==> config.mk <==
export PLATFORM = sky130hd
export DESIGN_NAME = memPort
export DESIGN_NICKNAME = d
export VERILOG_FILES = /design/src/hdl/cachePkg.sv /design/src/hdl/memPort.sv
export SDC_FILE = /design/constraint.sdc
export NUM_CORES = 1
export LEC_CHECK = 0
export BUFFER_PORTS_ARGS = -buffer_cell sky130_fd_sc_hd__buf_2
export CORE_AREA = 8 8 218 220
export DETAILED_ROUTE_END_ITERATION = 8
export DIE_AREA = 0 0 226 228
export SLEW_MARGIN = 15
export SYNTH_ARGS = -nofsm -noshare
export SYNTH_HDL_FRONTEND = slang
export SYNTH_SLANG_ARGS = --single-unit
==> constraint.sdc <==
create_clock -name clk -period 1.8 [get_ports clk]
set_clock_uncertainty 0.15 [all_clocks]
set_input_delay 0.27 -clock clk [delete_from_list [all_inputs] [get_ports clk]]
set_output_delay 0.27 -clock clk [all_outputs]
set_load 0.02 [all_outputs]
==> src/hdl/cachePkg.sv <==
`default_nettype none

package cachePkg;

	// geometry
	localparam int addrBits = 32;
	localparam int setCount = 16;
	localparam int wordsPerLine = 4;
	localparam int offsetBits = 4; // byte within a line
	localparam int indexBits = 4;
	localparam int tagBits = addrBits - indexBits - offsetBits;

	typedef logic [addrBits-1:0] addrT;
	typedef logic [31:0] wordT;
	typedef logic [tagBits-1:0] tagT;
	typedef logic [indexBits-1:0] indexT;
	typedef logic [1:0] wordSelT;
	typedef logic [wordsPerLine*32-1:0] lineT; // word 0 in the low bits
	typedef logic wayT;

	// miss sequencer states
	typedef enum logic [2:0] {
		idle,
		lookup,
		writeBack,
		refill,
		retry
	} ctrlStateT;

endpackage

`default_nettype wire

==> src/hdl/memPort.sv <==
`timescale 1ns/100ps
`default_nettype none

module memPort (
	input wire logic clk,
	input wire logic reset,
	input wire logic start,
	input wire logic startWrite,
	input wire cachePkg::addrT startAddr,
	input wire cachePkg::lineT startLine,
	input wire logic memAck,
	input wire cachePkg::lineT memRdata,
	output logic memReq,
	output logic memWrite,
	output cachePkg::addrT memAddr,
	output cachePkg::lineT memWdata,
	output logic done,
	output cachePkg::lineT doneLine
);

	logic ackNow;

	assign ackNow = memReq && memAck;

	always_ff @(posedge clk) begin
		if (reset) begin
			memReq <= 1'b0;
			memWrite <= 1'b0;
			done <= 1'b0;
		end else begin
			done <= ackNow; // one cycle after the ack
			if (start) begin
				memReq <= 1'b1;
				memWrite <= startWrite;
			end else if (ackNow) begin
				memReq <= 1'b0;
			end
		end
	end

	// request fields stay put until the ack
	always_ff @(posedge clk) begin
		if (start) begin
			memAddr <= startAddr;
			memWdata <= startLine;
		end
		if (ackNow)
			doneLine <= memRdata; // refill capture
	end

endmodule

`default_nettype wire

==> impl_table.tex <==
\begin{tabular}{lr}
\hline
Metric & Value \\
\hline
\multicolumn{2}{l}{\textbf{Power and ir drop}} \\
\quad Sequential share of power & 49.6\% \\
\quad Proportion of total power due to net switching & 23.36\% \\
\quad Net switching component of the power & 3784 uW \\
\quad Share of power burned in the clock network & 38.0\% \\
\quad Combinational group share of total power & 12.4\% \\
\quad Cell-internal power & 12420 uW \\
\quad VDD IR-drop max & 794.5 uV \\
\quad P\_leak & 0.006888 uW \\
\quad Power per cell area & 980.4 nW/um\^{}2 \\
\multicolumn{2}{l}{\textbf{Hold path}} \\
\quad Worst hold path cell count & 2 \\
\quad Worst min path class & input pin to register \\
\multicolumn{2}{l}{\textbf{Route}} \\
\quad Via count of the routed design & 6885 \\
\quad Total wirelength of the detailed-routed design & 39710 microns \\
\quad Routed vias/inst & 3.728 \\
\quad Routed WL per cell & 21.50 microns \\
\quad Drt drc & 0 \\
\quad Drt initial violations & 269 \\
\quad Remaining antenna violation count after routing & 0 \\
\quad Count of TritonRoute iterations in the first routing pass & 5 \\
\multicolumn{2}{l}{\textbf{Logic synthesis}} \\
\quad Multiplexer fraction of the synthesized cell area & 0.1142\% \\
\quad Adder-Cell Fraction of Synth Area & 0\% \\
\quad Cell type with the highest aggregate area in the netlist & edfxtp\_1 \\
\quad Ranking of synthesized cells by instance count & 288 x edfxtp\_1, 3 x dfxtp\_1 \\
\quad Area fraction in compound gates after synthesis & 0.09994\% \\
\quad Avg Cell Area, Syn & 29.41 sq um \\
\quad Netlist area before placement & 8763 sq um \\
\quad Combinational family with the most area after synthesis & simple AND/OR/NAND/NOR gates \\
\quad Net count of the mapped netlist & 591 \\
\quad Register area share after synthesis & 99.37\% \\
\quad Number of flops mapped to enable cells by yosys & 288 \\
\quad Async set-or-reset flop fraction in the synthesized netlist & 0\% \\
\quad Mapped Cells & 298 \\
\quad Number of register bits inferred by synthesis & 291 \\
\quad Synth Area in XOR/XNOR & 0\% \\
\quad Most repeated cell in the gate-level netlist after synthesis & edfxtp\_1 \\
\quad Largest cells by area after synthesis & edfxtp\_1 99\%, dfxtp\_1 0.69\%, nor2b\_4 0.16\% \\
\quad Yosys cell types & 9 \\
\quad Top\_reg\_cell synth & edfxtp\_1 \\
\quad Proportion of netlist area held by the largest area contributor & 98.69\% \\
\quad Yosys Warn Count & 0 \\
\quad Simple-gate area share of the yosys netlist & 0.3712\% \\
\multicolumn{2}{l}{\textbf{Clock network}} \\
\quad Number of H-tree branching levels & 1 \\
\quad CTS tree & done \\
\quad Clock slew at the register clock pins of the worst setup and hold paths & 0.06 ns \\
\quad CTS Buffer Depth & 3 \\
\quad Sinks on the clock net & 291 \\
\quad Clock root cell & clkbuf\_16 \\
\quad Cts bufs inserted & 31 \\
\quad Latest clock arrival within the worst-skew pair & 0.56 ns \\
\multicolumn{2}{l}{\textbf{Worst setup path}} \\
\quad Class of the most critical setup path & input pin to register \\
\quad Nature of the critical path startpoint & input pin \\
\quad Register-to-Register Path Depth & 2 \\
\quad Data arrival time of the critical path & 2.12 ns \\
\quad Buffers plus inverters on the worst setup path & 5 \\
\quad Most frequent CP cell & dlygate4sd3\_1 \\
\quad Required time at the endpoint of the critical path & 2.15 ns \\
\quad Family of cells with the greatest summed delay on the critical path & buffers and inverters \\
\quad Highest-delay cell along the critical path & dlygate4sd3\_1 \\
\quad Worst path max stage delay & 0.55 ns \\
\quad CP Cell Sequence & dlygate4sd3\_1, buf\_6, buf\_4, inv\_1, a21oi\_2, dlygate4sd3\_1 \\
\quad Worst Path Max Fanout & 27 \\
\quad Kind of end point of the critical path & register \\
\quad Stages on the worst setup path & 6 \\
\multicolumn{2}{l}{\textbf{Place}} \\
\quad DP Wirelength & 29950 microns \\
\quad Worst setup slack before clock tree synthesis & 0.3347 ns \\
\quad Placed Cells incl. Taps & 1490 \\
\quad Routability congestion estimate from global placement & 0.8325 \\
\quad Port Buf Inserts & 583 \\
\multicolumn{2}{l}{\textbf{Flow run}} \\
\quad Max Cap Violations & 0 \\
\multicolumn{2}{l}{\textbf{Global routing}} \\
\quad Largest net degree at the start of global routing & 44 \\
\quad Wire length of the first global-routing pass & 54190 microns \\
\quad Sum of overflow across all layers after global routing & 0 \\
\quad All-layer global routing usage & 14.44\% \\
\quad Via count of the first global-routing pass & 7950 \\
\quad Antenna violations before repair & 20 \\
\multicolumn{2}{l}{\textbf{Timing}} \\
\quad Worst-case headroom to the max-slew limit & 80.41\% \\
\quad Period utilisation layout & 98.30\% \\
\quad Unrepaired setup endpoints after global routing & no \\
\quad Fin. max-slew vios & 0 \\
\quad Highest clock rate & 565.1 MHz \\
\quad Final critical delay including setup and external delays & 1.769 ns \\
\quad Count of endpoints failing setup in the final report & 0 \\
\quad Worst Tran Pin Value & 0.2938 ns \\
\quad Worst path setup slack after routing & 0.03052 ns \\
\quad Final Hold Viols & 0 \\
\multicolumn{2}{l}{\textbf{Floorplanning}} \\
\quad Die Span X & 226 microns \\
\quad Area inside the core boundary & 43840 sq um \\
\quad Initial Util & 19.99\% \\
\quad I/O pin cnt & 584 \\
\quad Site Rows & 77 \\
\quad Die Area & 51530 sq um \\
\quad Die Ht & 228 microns \\
\multicolumn{2}{l}{\textbf{Cells and area}} \\
\quad Fraction of final layout cells sized beyond drive strength 1 & 51.88\% \\
\quad Number of cells in the finished layout apart from fillers & 1847 \\
\quad Growth of design area from synthesis to finish & 88.56\% \\
\quad Final layout net count & 1516 \\
\multicolumn{2}{l}{\textbf{Outcome}} \\
\quad Result of the run & finished, final reports clean \\
\hline
\end{tabular}
==> layout make-up <==
type | instances | area, sq um
Antenna cell | 8 | 20.02
Clock inverter | 19 | 182.7
Multi-Input combinational cell | 6 | 51.30
Clock buffer | 38 | 802.0
Timing Repair Buffer | 892 | 6012
Inverter | 1 | 3.754
Tap cell | 592 | 740.7
Sequential cell | 291 | 8712
Fill cell | 4021 | 27310
==> metal layers <==
layer | up-vias | part of all wire [%] | track usage (%) | wire length [microns]
li1 | 3077 | - | - | -
met1 | 3244 | 31 | 13.06 | 12430
met2 | 473 | 53 | 27.48 | 21100
met3 | 87 | 12 | 6.762 | 4741
met4 | 4 | 3.6 | 5.078 | 1420
met5 | - | 0.068 | 0 | 27
==> final timing paths <==
path	from	end	slack, ns
setup / recovery	start	memReq	0.03
hold / removal	memAck	doneLine[4]	0.07
setup reg to reg	memReq	doneLine[3]	0.36
hold reg to reg	memWrite	memWrite	0.36
==> flip-flops by register name, summed over array words and instances, names as in the netlist <==
name / cells
doneLine: 128
memWdata: 128
memAddr: 32
memWrite: 1
done: 1
memReq: 1
==> worst register-to-register path, cell delays in order, from the launching register on <==
cell and delay, ns:
dfxtp_4 0.35, and2_4 0.31, buf_12 0.29
==> stage by stage <==
stage | TNS (ns) | hold WS [ns] | area [sq um] | power (uW) | utilization [%]
4_1_cts | 0 | 0.04109 | 16500 | 16420 | 37.65
2_1_floorplan | -12.40 | 0.1733 | 8767 | 8707 | -
5_1_grt | 0 | 0.04990 | 16520 | 16730 | 37.68
3_5_place_dp | 0 | 0.2981 | 12600 | 9638 | 28.74
6_report | 0 | 0.07053 | 16520 | 16200 | 37.70
3_3_place_gp | 0 | 0.2963 | 12600 | 9628 | 28.74
==> what timing repair did <==
| action | CTS | global route |
|---|---|---|
| gates resized for setup | 0 | 0 |
| hold endpoints to repair | 308 | 0 |
| buffers inserted | 0 | 0 |
| hold buffers | 292 | 0 |
==> placed cells by master (no fill, tap or decap), drive strengths merged <==
master	count
clkinvlp	1
and2	1
diode	8
bufinv	3
dfxtp	3
clkbuf	38
edfxtp	288
mux2i	1
a21oi	1
nand2b	1
nor2b	1
nor2	1
buf	600
inv	3
clkinv	13
dlygate4sd3	292
==> power groups by stage <==
| stage | clock network [uW] | logic (uW) | registers, uW |
|---|---|---|---|
| 6_report | 6160 | 2010 | 8030 |
| 5_1_grt | 6530 | 2130 | 8060 |
| 4_1_cts | 6370 | 2030 | 8030 |
| 3_5_place_dp | 0 | 1480 | 8160 |
| 3_3_place_gp | 0 | 1480 | 8150 |
| 2_1_floorplan | 0 | 42.4 | 8660 |
==> cell families after synthesis <==
logic type / after synthesis
DFF: 291
and+or+nand+nor: 4
muxes: 1
AOI/OAI and AO/OA: 1
buffers and inverters: 1
Note: power is estimated with default switching activity, not from simulation.
