$ cat src/hdl/cachePkg.sv
`default_nettype none

package cachePkg;

	// geometry
	localparam int addrBits = 32;
	localparam int setCount = 16;
	localparam int wordsPerLine = 4;
	localparam int offsetBits = 4; // byte within a line
	localparam int indexBits = 4;
	localparam int tagBits = addrBits - indexBits - offsetBits;

	typedef logic [addrBits-1:0] addrT;
	typedef logic [31:0] wordT;
	typedef logic [tagBits-1:0] tagT;
	typedef logic [indexBits-1:0] indexT;
	typedef logic [1:0] wordSelT;
	typedef logic [wordsPerLine*32-1:0] lineT; // word 0 in the low bits
	typedef logic wayT;

	// miss sequencer states
	typedef enum logic [2:0] {
		idle,
		lookup,
		writeBack,
		refill,
		retry
	} ctrlStateT;

endpackage

`default_nettype wire

$ cat src/hdl/missControl.sv
`timescale 1ns/100ps
`default_nettype none

module missControl (
	input wire logic clk,
	input wire logic reset,
	input wire logic psel,
	input wire logic penable,
	input wire logic pwrite,
	input wire cachePkg::addrT paddr,
	input wire cachePkg::wordT pwdata,
	output cachePkg::wordT prdata,
	output logic pready,
	input wire logic hit,
	input wire cachePkg::wordT readWord,
	input wire logic victimDirty,
	input wire cachePkg::addrT victimAddr,
	input wire cachePkg::lineT victimLine,
	output cachePkg::addrT lookupAddr,
	output cachePkg::wordT writeWord,
	output logic writeHit,
	output logic touch,
	output logic fill,
	output cachePkg::lineT fillLine,
	output logic cleanVictim,
	output logic start,
	output logic startWrite,
	output cachePkg::addrT startAddr,
	output cachePkg::lineT startLine,
	input wire logic done,
	input wire cachePkg::lineT doneLine
);

	cachePkg::ctrlStateT state;
	cachePkg::ctrlStateT nextState;
	cachePkg::addrT refillAddr;
	logic access;

	assign access = psel && penable;
	assign refillAddr = {paddr[cachePkg::addrBits-1:cachePkg::offsetBits],
		{cachePkg::offsetBits{1'b0}}};

	// the master holds paddr until pready, so the arrays look it up directly
	assign lookupAddr = paddr;
	assign writeWord = pwdata;
	assign prdata = readWord;
	assign fillLine = doneLine;
	assign startLine = victimLine; // only used by write-back requests

	assign pready = (state == cachePkg::lookup) && access && hit; // zero wait on a hit
	assign writeHit = pready && pwrite;
	assign touch = pready && !pwrite;

	always_comb begin
		nextState = state;
		start = 1'b0;
		startWrite = 1'b0;
		startAddr = refillAddr;
		fill = 1'b0;
		cleanVictim = 1'b0;
		case (state)
			cachePkg::idle: begin
				if (psel && !penable)
					nextState = cachePkg::lookup;
			end
			cachePkg::lookup: begin
				if (!psel) begin
					nextState = cachePkg::idle;
				end else if (penable) begin
					if (hit) begin
						nextState = cachePkg::idle;
					end else begin
						start = 1'b1;
						if (victimDirty) begin // evict first
							startWrite = 1'b1;
							startAddr = victimAddr;
							nextState = cachePkg::writeBack;
						end else begin
							nextState = cachePkg::refill;
						end
					end
				end
			end
			cachePkg::writeBack: begin
				if (done) begin
					cleanVictim = 1'b1;
					start = 1'b1; // port is idle again in the done cycle
					nextState = cachePkg::refill;
				end
			end
			cachePkg::refill: begin
				if (done) begin
					fill = 1'b1;
					nextState = cachePkg::retry;
				end
			end
			cachePkg::retry:
				nextState = cachePkg::lookup; // access then completes as a hit
			default:
				nextState = cachePkg::idle;
		endcase
	end

	always_ff @(posedge clk) begin
		if (reset)
			state <= cachePkg::idle;
		else
			state <= nextState;
	end

endmodule

`default_nettype wire

$ cat config.mk
export PLATFORM = sky130hd
export DESIGN_NAME = missControl
export DESIGN_NICKNAME = d
export VERILOG_FILES = /design/src/hdl/cachePkg.sv /design/src/hdl/missControl.sv
export SDC_FILE = /design/constraint.sdc
export NUM_CORES = 1
export LEC_CHECK = 0
export ABC_AREA = 1
export BUFFER_PORTS_ARGS = -buffer_cell sky130_fd_sc_hd__buf_2
export CAP_MARGIN = 20
export CORE_AREA = 3 3 300 302
export CTS_CLUSTER_SIZE = 10
export DETAILED_ROUTE_END_ITERATION = 8
export DIE_AREA = 0 0 303 305
export GPL_TIMING_DRIVEN = 0
export PLACE_DENSITY = 0.3
export SYNTH_ARGS = -nofsm -noshare
export SYNTH_HDL_FRONTEND = slang
export SYNTH_SLANG_ARGS = --single-unit
$ cat constraint.sdc
create_clock -name clk -period 1.95 [get_ports clk]
set_input_delay 0.195 -clock clk [delete_from_list [all_inputs] [get_ports clk]]
set_output_delay 0.195 -clock clk [all_outputs]
set_load 0.05 [all_outputs]
==> flow_metrics.tcl <==
set metrics [dict create \
    outcome "finished, final reports clean" \
    via_per_inst 2.009 \
    max_slew.worst_pin.slew_ps 354.4 \
    hold_viol_final 0 \
    pwr-share-comb 0.873 \
    final_net_count 1356 \
    cts_root_buf "sky130_fd_sc_hd__clkbuf_16" \
    synth_edf_count 0 \
    grt.total_usage 0.03968 \
    worst_hold_slack_ps 197.3 \
    syn_nets 892 \
    yosysMostFrequentCell "sky130_fd_sc_hd__buf_4" \
    cp_max_fo 12 \
    synth_common_cells "352 x sky130_fd_sc_hd__buf_4, 91 x sky130_fd_sc_hd__nand2_1, 17 x sky130_fd_sc_hd__inv_1, 13 x sky130_fd_sc_hd__nor2_1, 5 x sky130_fd_sc_hd__nand3_1" \
    tritoncts_clock_tree "yes" \
    antenna_left 0 \
    clockPowerShare 0.105 \
    number_of_antenna_violations_at_the_first_check_in_global_routing 4 \
    cts-hold-fix-buffers 0 \
    intPower_mw 1.153 \
    clkLatencyLatePin_ps 220 \
    worstSetupEndpointType "output pin" \
    post_synth.cell_area_avg_um2 6.594 \
    synth_top_flop_cell "sky130_fd_sc_hd__dfxtp_1" \
    die-height_um 305 \
    largest_register_ff_count 3 \
    cts.sink_count 3 \
    detailed_place_hpwl_mm 20.54 \
    floorplan.initialDensity 0.03748 \
    core.rowCount 109 \
    skew_ps 1.291 \
    grt_start_max_net_pins 11 \
    finalCriticalPeriod_ps 1834 \
    synth.largest_area_cell "sky130_fd_sc_hd__buf_4" \
    timing_max_transition_violations_final 0 \
    timing.final.setup_violations 0 \
    first_pass_iters 5 \
    holdCritPathClass "in2reg" \
    cells_after_synth 500 \
    grt-busiest-layer "met2" \
    final_cell_area_um2 7300 \
    cts.path.max_buffers 2 \
    synth_area_um2 3297 \
    share_of_layout_cells_above_drive_strength_1 0.8577 \
    met3_usage 0.006197 \
    arrival_ps 1640 \
    critPathLaunchType "flip-flop" \
    synth.yosys.seq_area_share 0.01822 \
    critPathMaxStageDelay_ps 410 \
    flow.area_growth_from_synthesis_pct 121.4 \
    dr_total_vias 4287 \
    routed_wl_mm 21.54 \
    switchingPower_mw 1.946 \
    synth-seq-cells 3 \
    dieArea_um2 92420 \
    reg_top3 "state: 3 flops" \
    sequential_fraction_of_design_power 0.022 \
    power.static_leakage_nw 4.055 \
    power.switching_fraction 0.6281 \
    share_of_the_core_filled_with_cells 0.08298 \
    ys_types 16 \
    floorplan.core_area_um2 87970 \
    power.density_cell_area_nw_per_um2 424.5 \
    cp_common_cell "sky130_fd_sc_hd__buf_12" \
    highest_clock_rate_ghz 0.5453 \
    worst_path_max_delay_cell "sky130_fd_sc_hd__dfxtp_1" \
    via_count_of_the_first_global_routing_pass 4260 \
    layout_worst_path_cycle_share 0.9404 \
    place.port_buffers 458 \
    drc 0 \
    asyncSetResetFlopFracSynth 0 \
    slew-limit-headroom 0.7653 \
    critPathRequiredTime_ps 1750 \
    peakVddDrop_v 0.0003316 \
    worst-path-buf-inv 4 \
    finalWeightedCongestion 0.9021 \
    use_met1 0.03776 \
    die-width_um 303 \
    met2_resource_use_gr 0.08474 \
    pnr_total_power_mw 3.099 \
    worst-setup-path-type "reg2out" \
    floorplan.io_pins 783 \
    overflow 0 \
    synth.top_cells.by_area "sky130_fd_sc_hd__buf_4 80%, sky130_fd_sc_hd__nand2_1 10%, sky130_fd_sc_hd__inv_1 1.9%" \
    cpLargestDelayFamily "buffers and inverters" \
    netlist.area_leader.share 0.8015 \
    warnings_synthesis 0 \
    clock_tree.htree_level_count 1 \
    grt_first_pass_wirelength_mm 26.76 \
    cts.clk_slew.worst_paths_ps 30 \
    post_dp_cell_area_um2 7047 \
    grt_setup_unrepaired "no" \
    drt_iter0_drc 100 \
    drt-wirelength-per-cell_um 10.09 \
    registers.top_by_ff_count "state" \
    path_cells "nand3_4 -> nor2_4 -> buf_12 -> buf_12 -> buf_12 -> nand2_1 -> nand2_1 -> buf_4" \
    numCtsBuffers 3 \
    max-cap-violations 0 \
]
-- per-layer routing --
layer	vias to the layer above	part of all wire
met4	0	0.013
met5	-	0
met2	380	0.58
met1	1824	0.31
li1	2073	-
met3	10	0.096
-- area by class of cell --
cell class | instances | area (µm²)
Fill cell | 10389 | 80670
Buffer | 358 | 2729
Timing Repair Buffer | 459 | 2387
Tap cell | 1165 | 1458
Multi-Input combinational cell | 119 | 491.7
Inverter | 20 | 80.08
Clock buffer | 4 | 78.83
Sequential cell | 3 | 60.06
Antenna cell | 6 | 15.01
-- repair_timing --
item                       4_1_cts  5_1_grt
buffers inserted                 1        0
pin swaps                        1        0
gates resized for setup         30       16
setup endpoints to repair       33       28
-- cells in the final DEF, fill, tap and decap left out --
cell type,netlist,final
sky130_fd_sc_hd__buf_2,4,434
sky130_fd_sc_hd__buf_4,352,371
sky130_fd_sc_hd__nand2_1,91,90
sky130_fd_sc_hd__inv_1,17,17
sky130_fd_sc_hd__nor2_1,13,13
sky130_fd_sc_hd__diode_2,0,6
sky130_fd_sc_hd__nand3_1,5,5
sky130_fd_sc_hd__buf_12,0,4
sky130_fd_sc_hd__clkbuf_4,0,4
sky130_fd_sc_hd__buf_6,2,3
sky130_fd_sc_hd__clkbuf_16,0,3
sky130_fd_sc_hd__dfxtp_1,3,3
sky130_fd_sc_hd__inv_2,3,2
sky130_fd_sc_hd__nand4_1,2,2
sky130_fd_sc_hd__o21ai_0,2,2
sky130_fd_sc_hd__nor3_1,2,2
sky130_fd_sc_hd__nand3_4,0,1
sky130_fd_sc_hd__nor2_4,0,1
sky130_fd_sc_hd__inv_6,0,1
sky130_fd_sc_hd__nand2_2,0,1
sky130_fd_sc_hd__a21oi_1,1,1
sky130_fd_sc_hd__o21bai_1,1,1
sky130_fd_sc_hd__clkbuf_1,0,1
sky130_fd_sc_hd__buf_8,0,1
-- worst reg2reg max path, cell delays in order (launching register included) --
cell and delay (ps):
sky130_fd_sc_hd__dfxtp_1 350, sky130_fd_sc_hd__inv_2 80, sky130_fd_sc_hd__nor2_1 160, sky130_fd_sc_hd__nand3_1 140, sky130_fd_sc_hd__o21ai_0 160, sky130_fd_sc_hd__o21bai_1 100
sky130_fd_sc_hd__inv_1 60
-- kinds of logic after synthesis --
logic type / synth area share
AO/OA/AOI/OAI: 0.006831
flip-flops: 0.01822
AND/OR/NAND/NOR: 0.1378
buffers and inverters: 0.8372
-- metrics by stage --
stage	TNS, ps	setup WS (ps)	std cells
2_1_floorplan	0	109.2	500
3_3_place_gp	-3434	-271.1	2123
3_5_place_dp	-2843	-246.1	2123
4_1_cts	-109.4	-40.97	2128
5_1_grt	0	14.82	2131
6_report	0	116.3	2134
-- path summary, 6_finish.rpt --
path | from | endpoint | slack, ps | cells past startpoint
setup / recovery | state[0] | startAddr[17] | 120 | 8
hold / removal | reset | state[0] | 200 | 2
setup reg to reg | state[1] | state[1] | 850 | 6
hold reg to reg | state[2] | state[1] | 630 | 3
-- power by group through the flow --
| stage | registers, mW | clock network [mW] | logic, mW |
|---|---|---|---|
| after floorplan | 0.0686 | 0 | 2.15 |
| after global placement | 0.0693 | 0 | 2.71 |
| after detailed placement | 0.0692 | 0 | 2.69 |
| after CTS | 0.0685 | 0.331 | 2.72 |
| after global routing | 0.0699 | 0.340 | 2.81 |
| final | 0.0695 | 0.325 | 2.70 |
(Power assumes the default switching activity.)
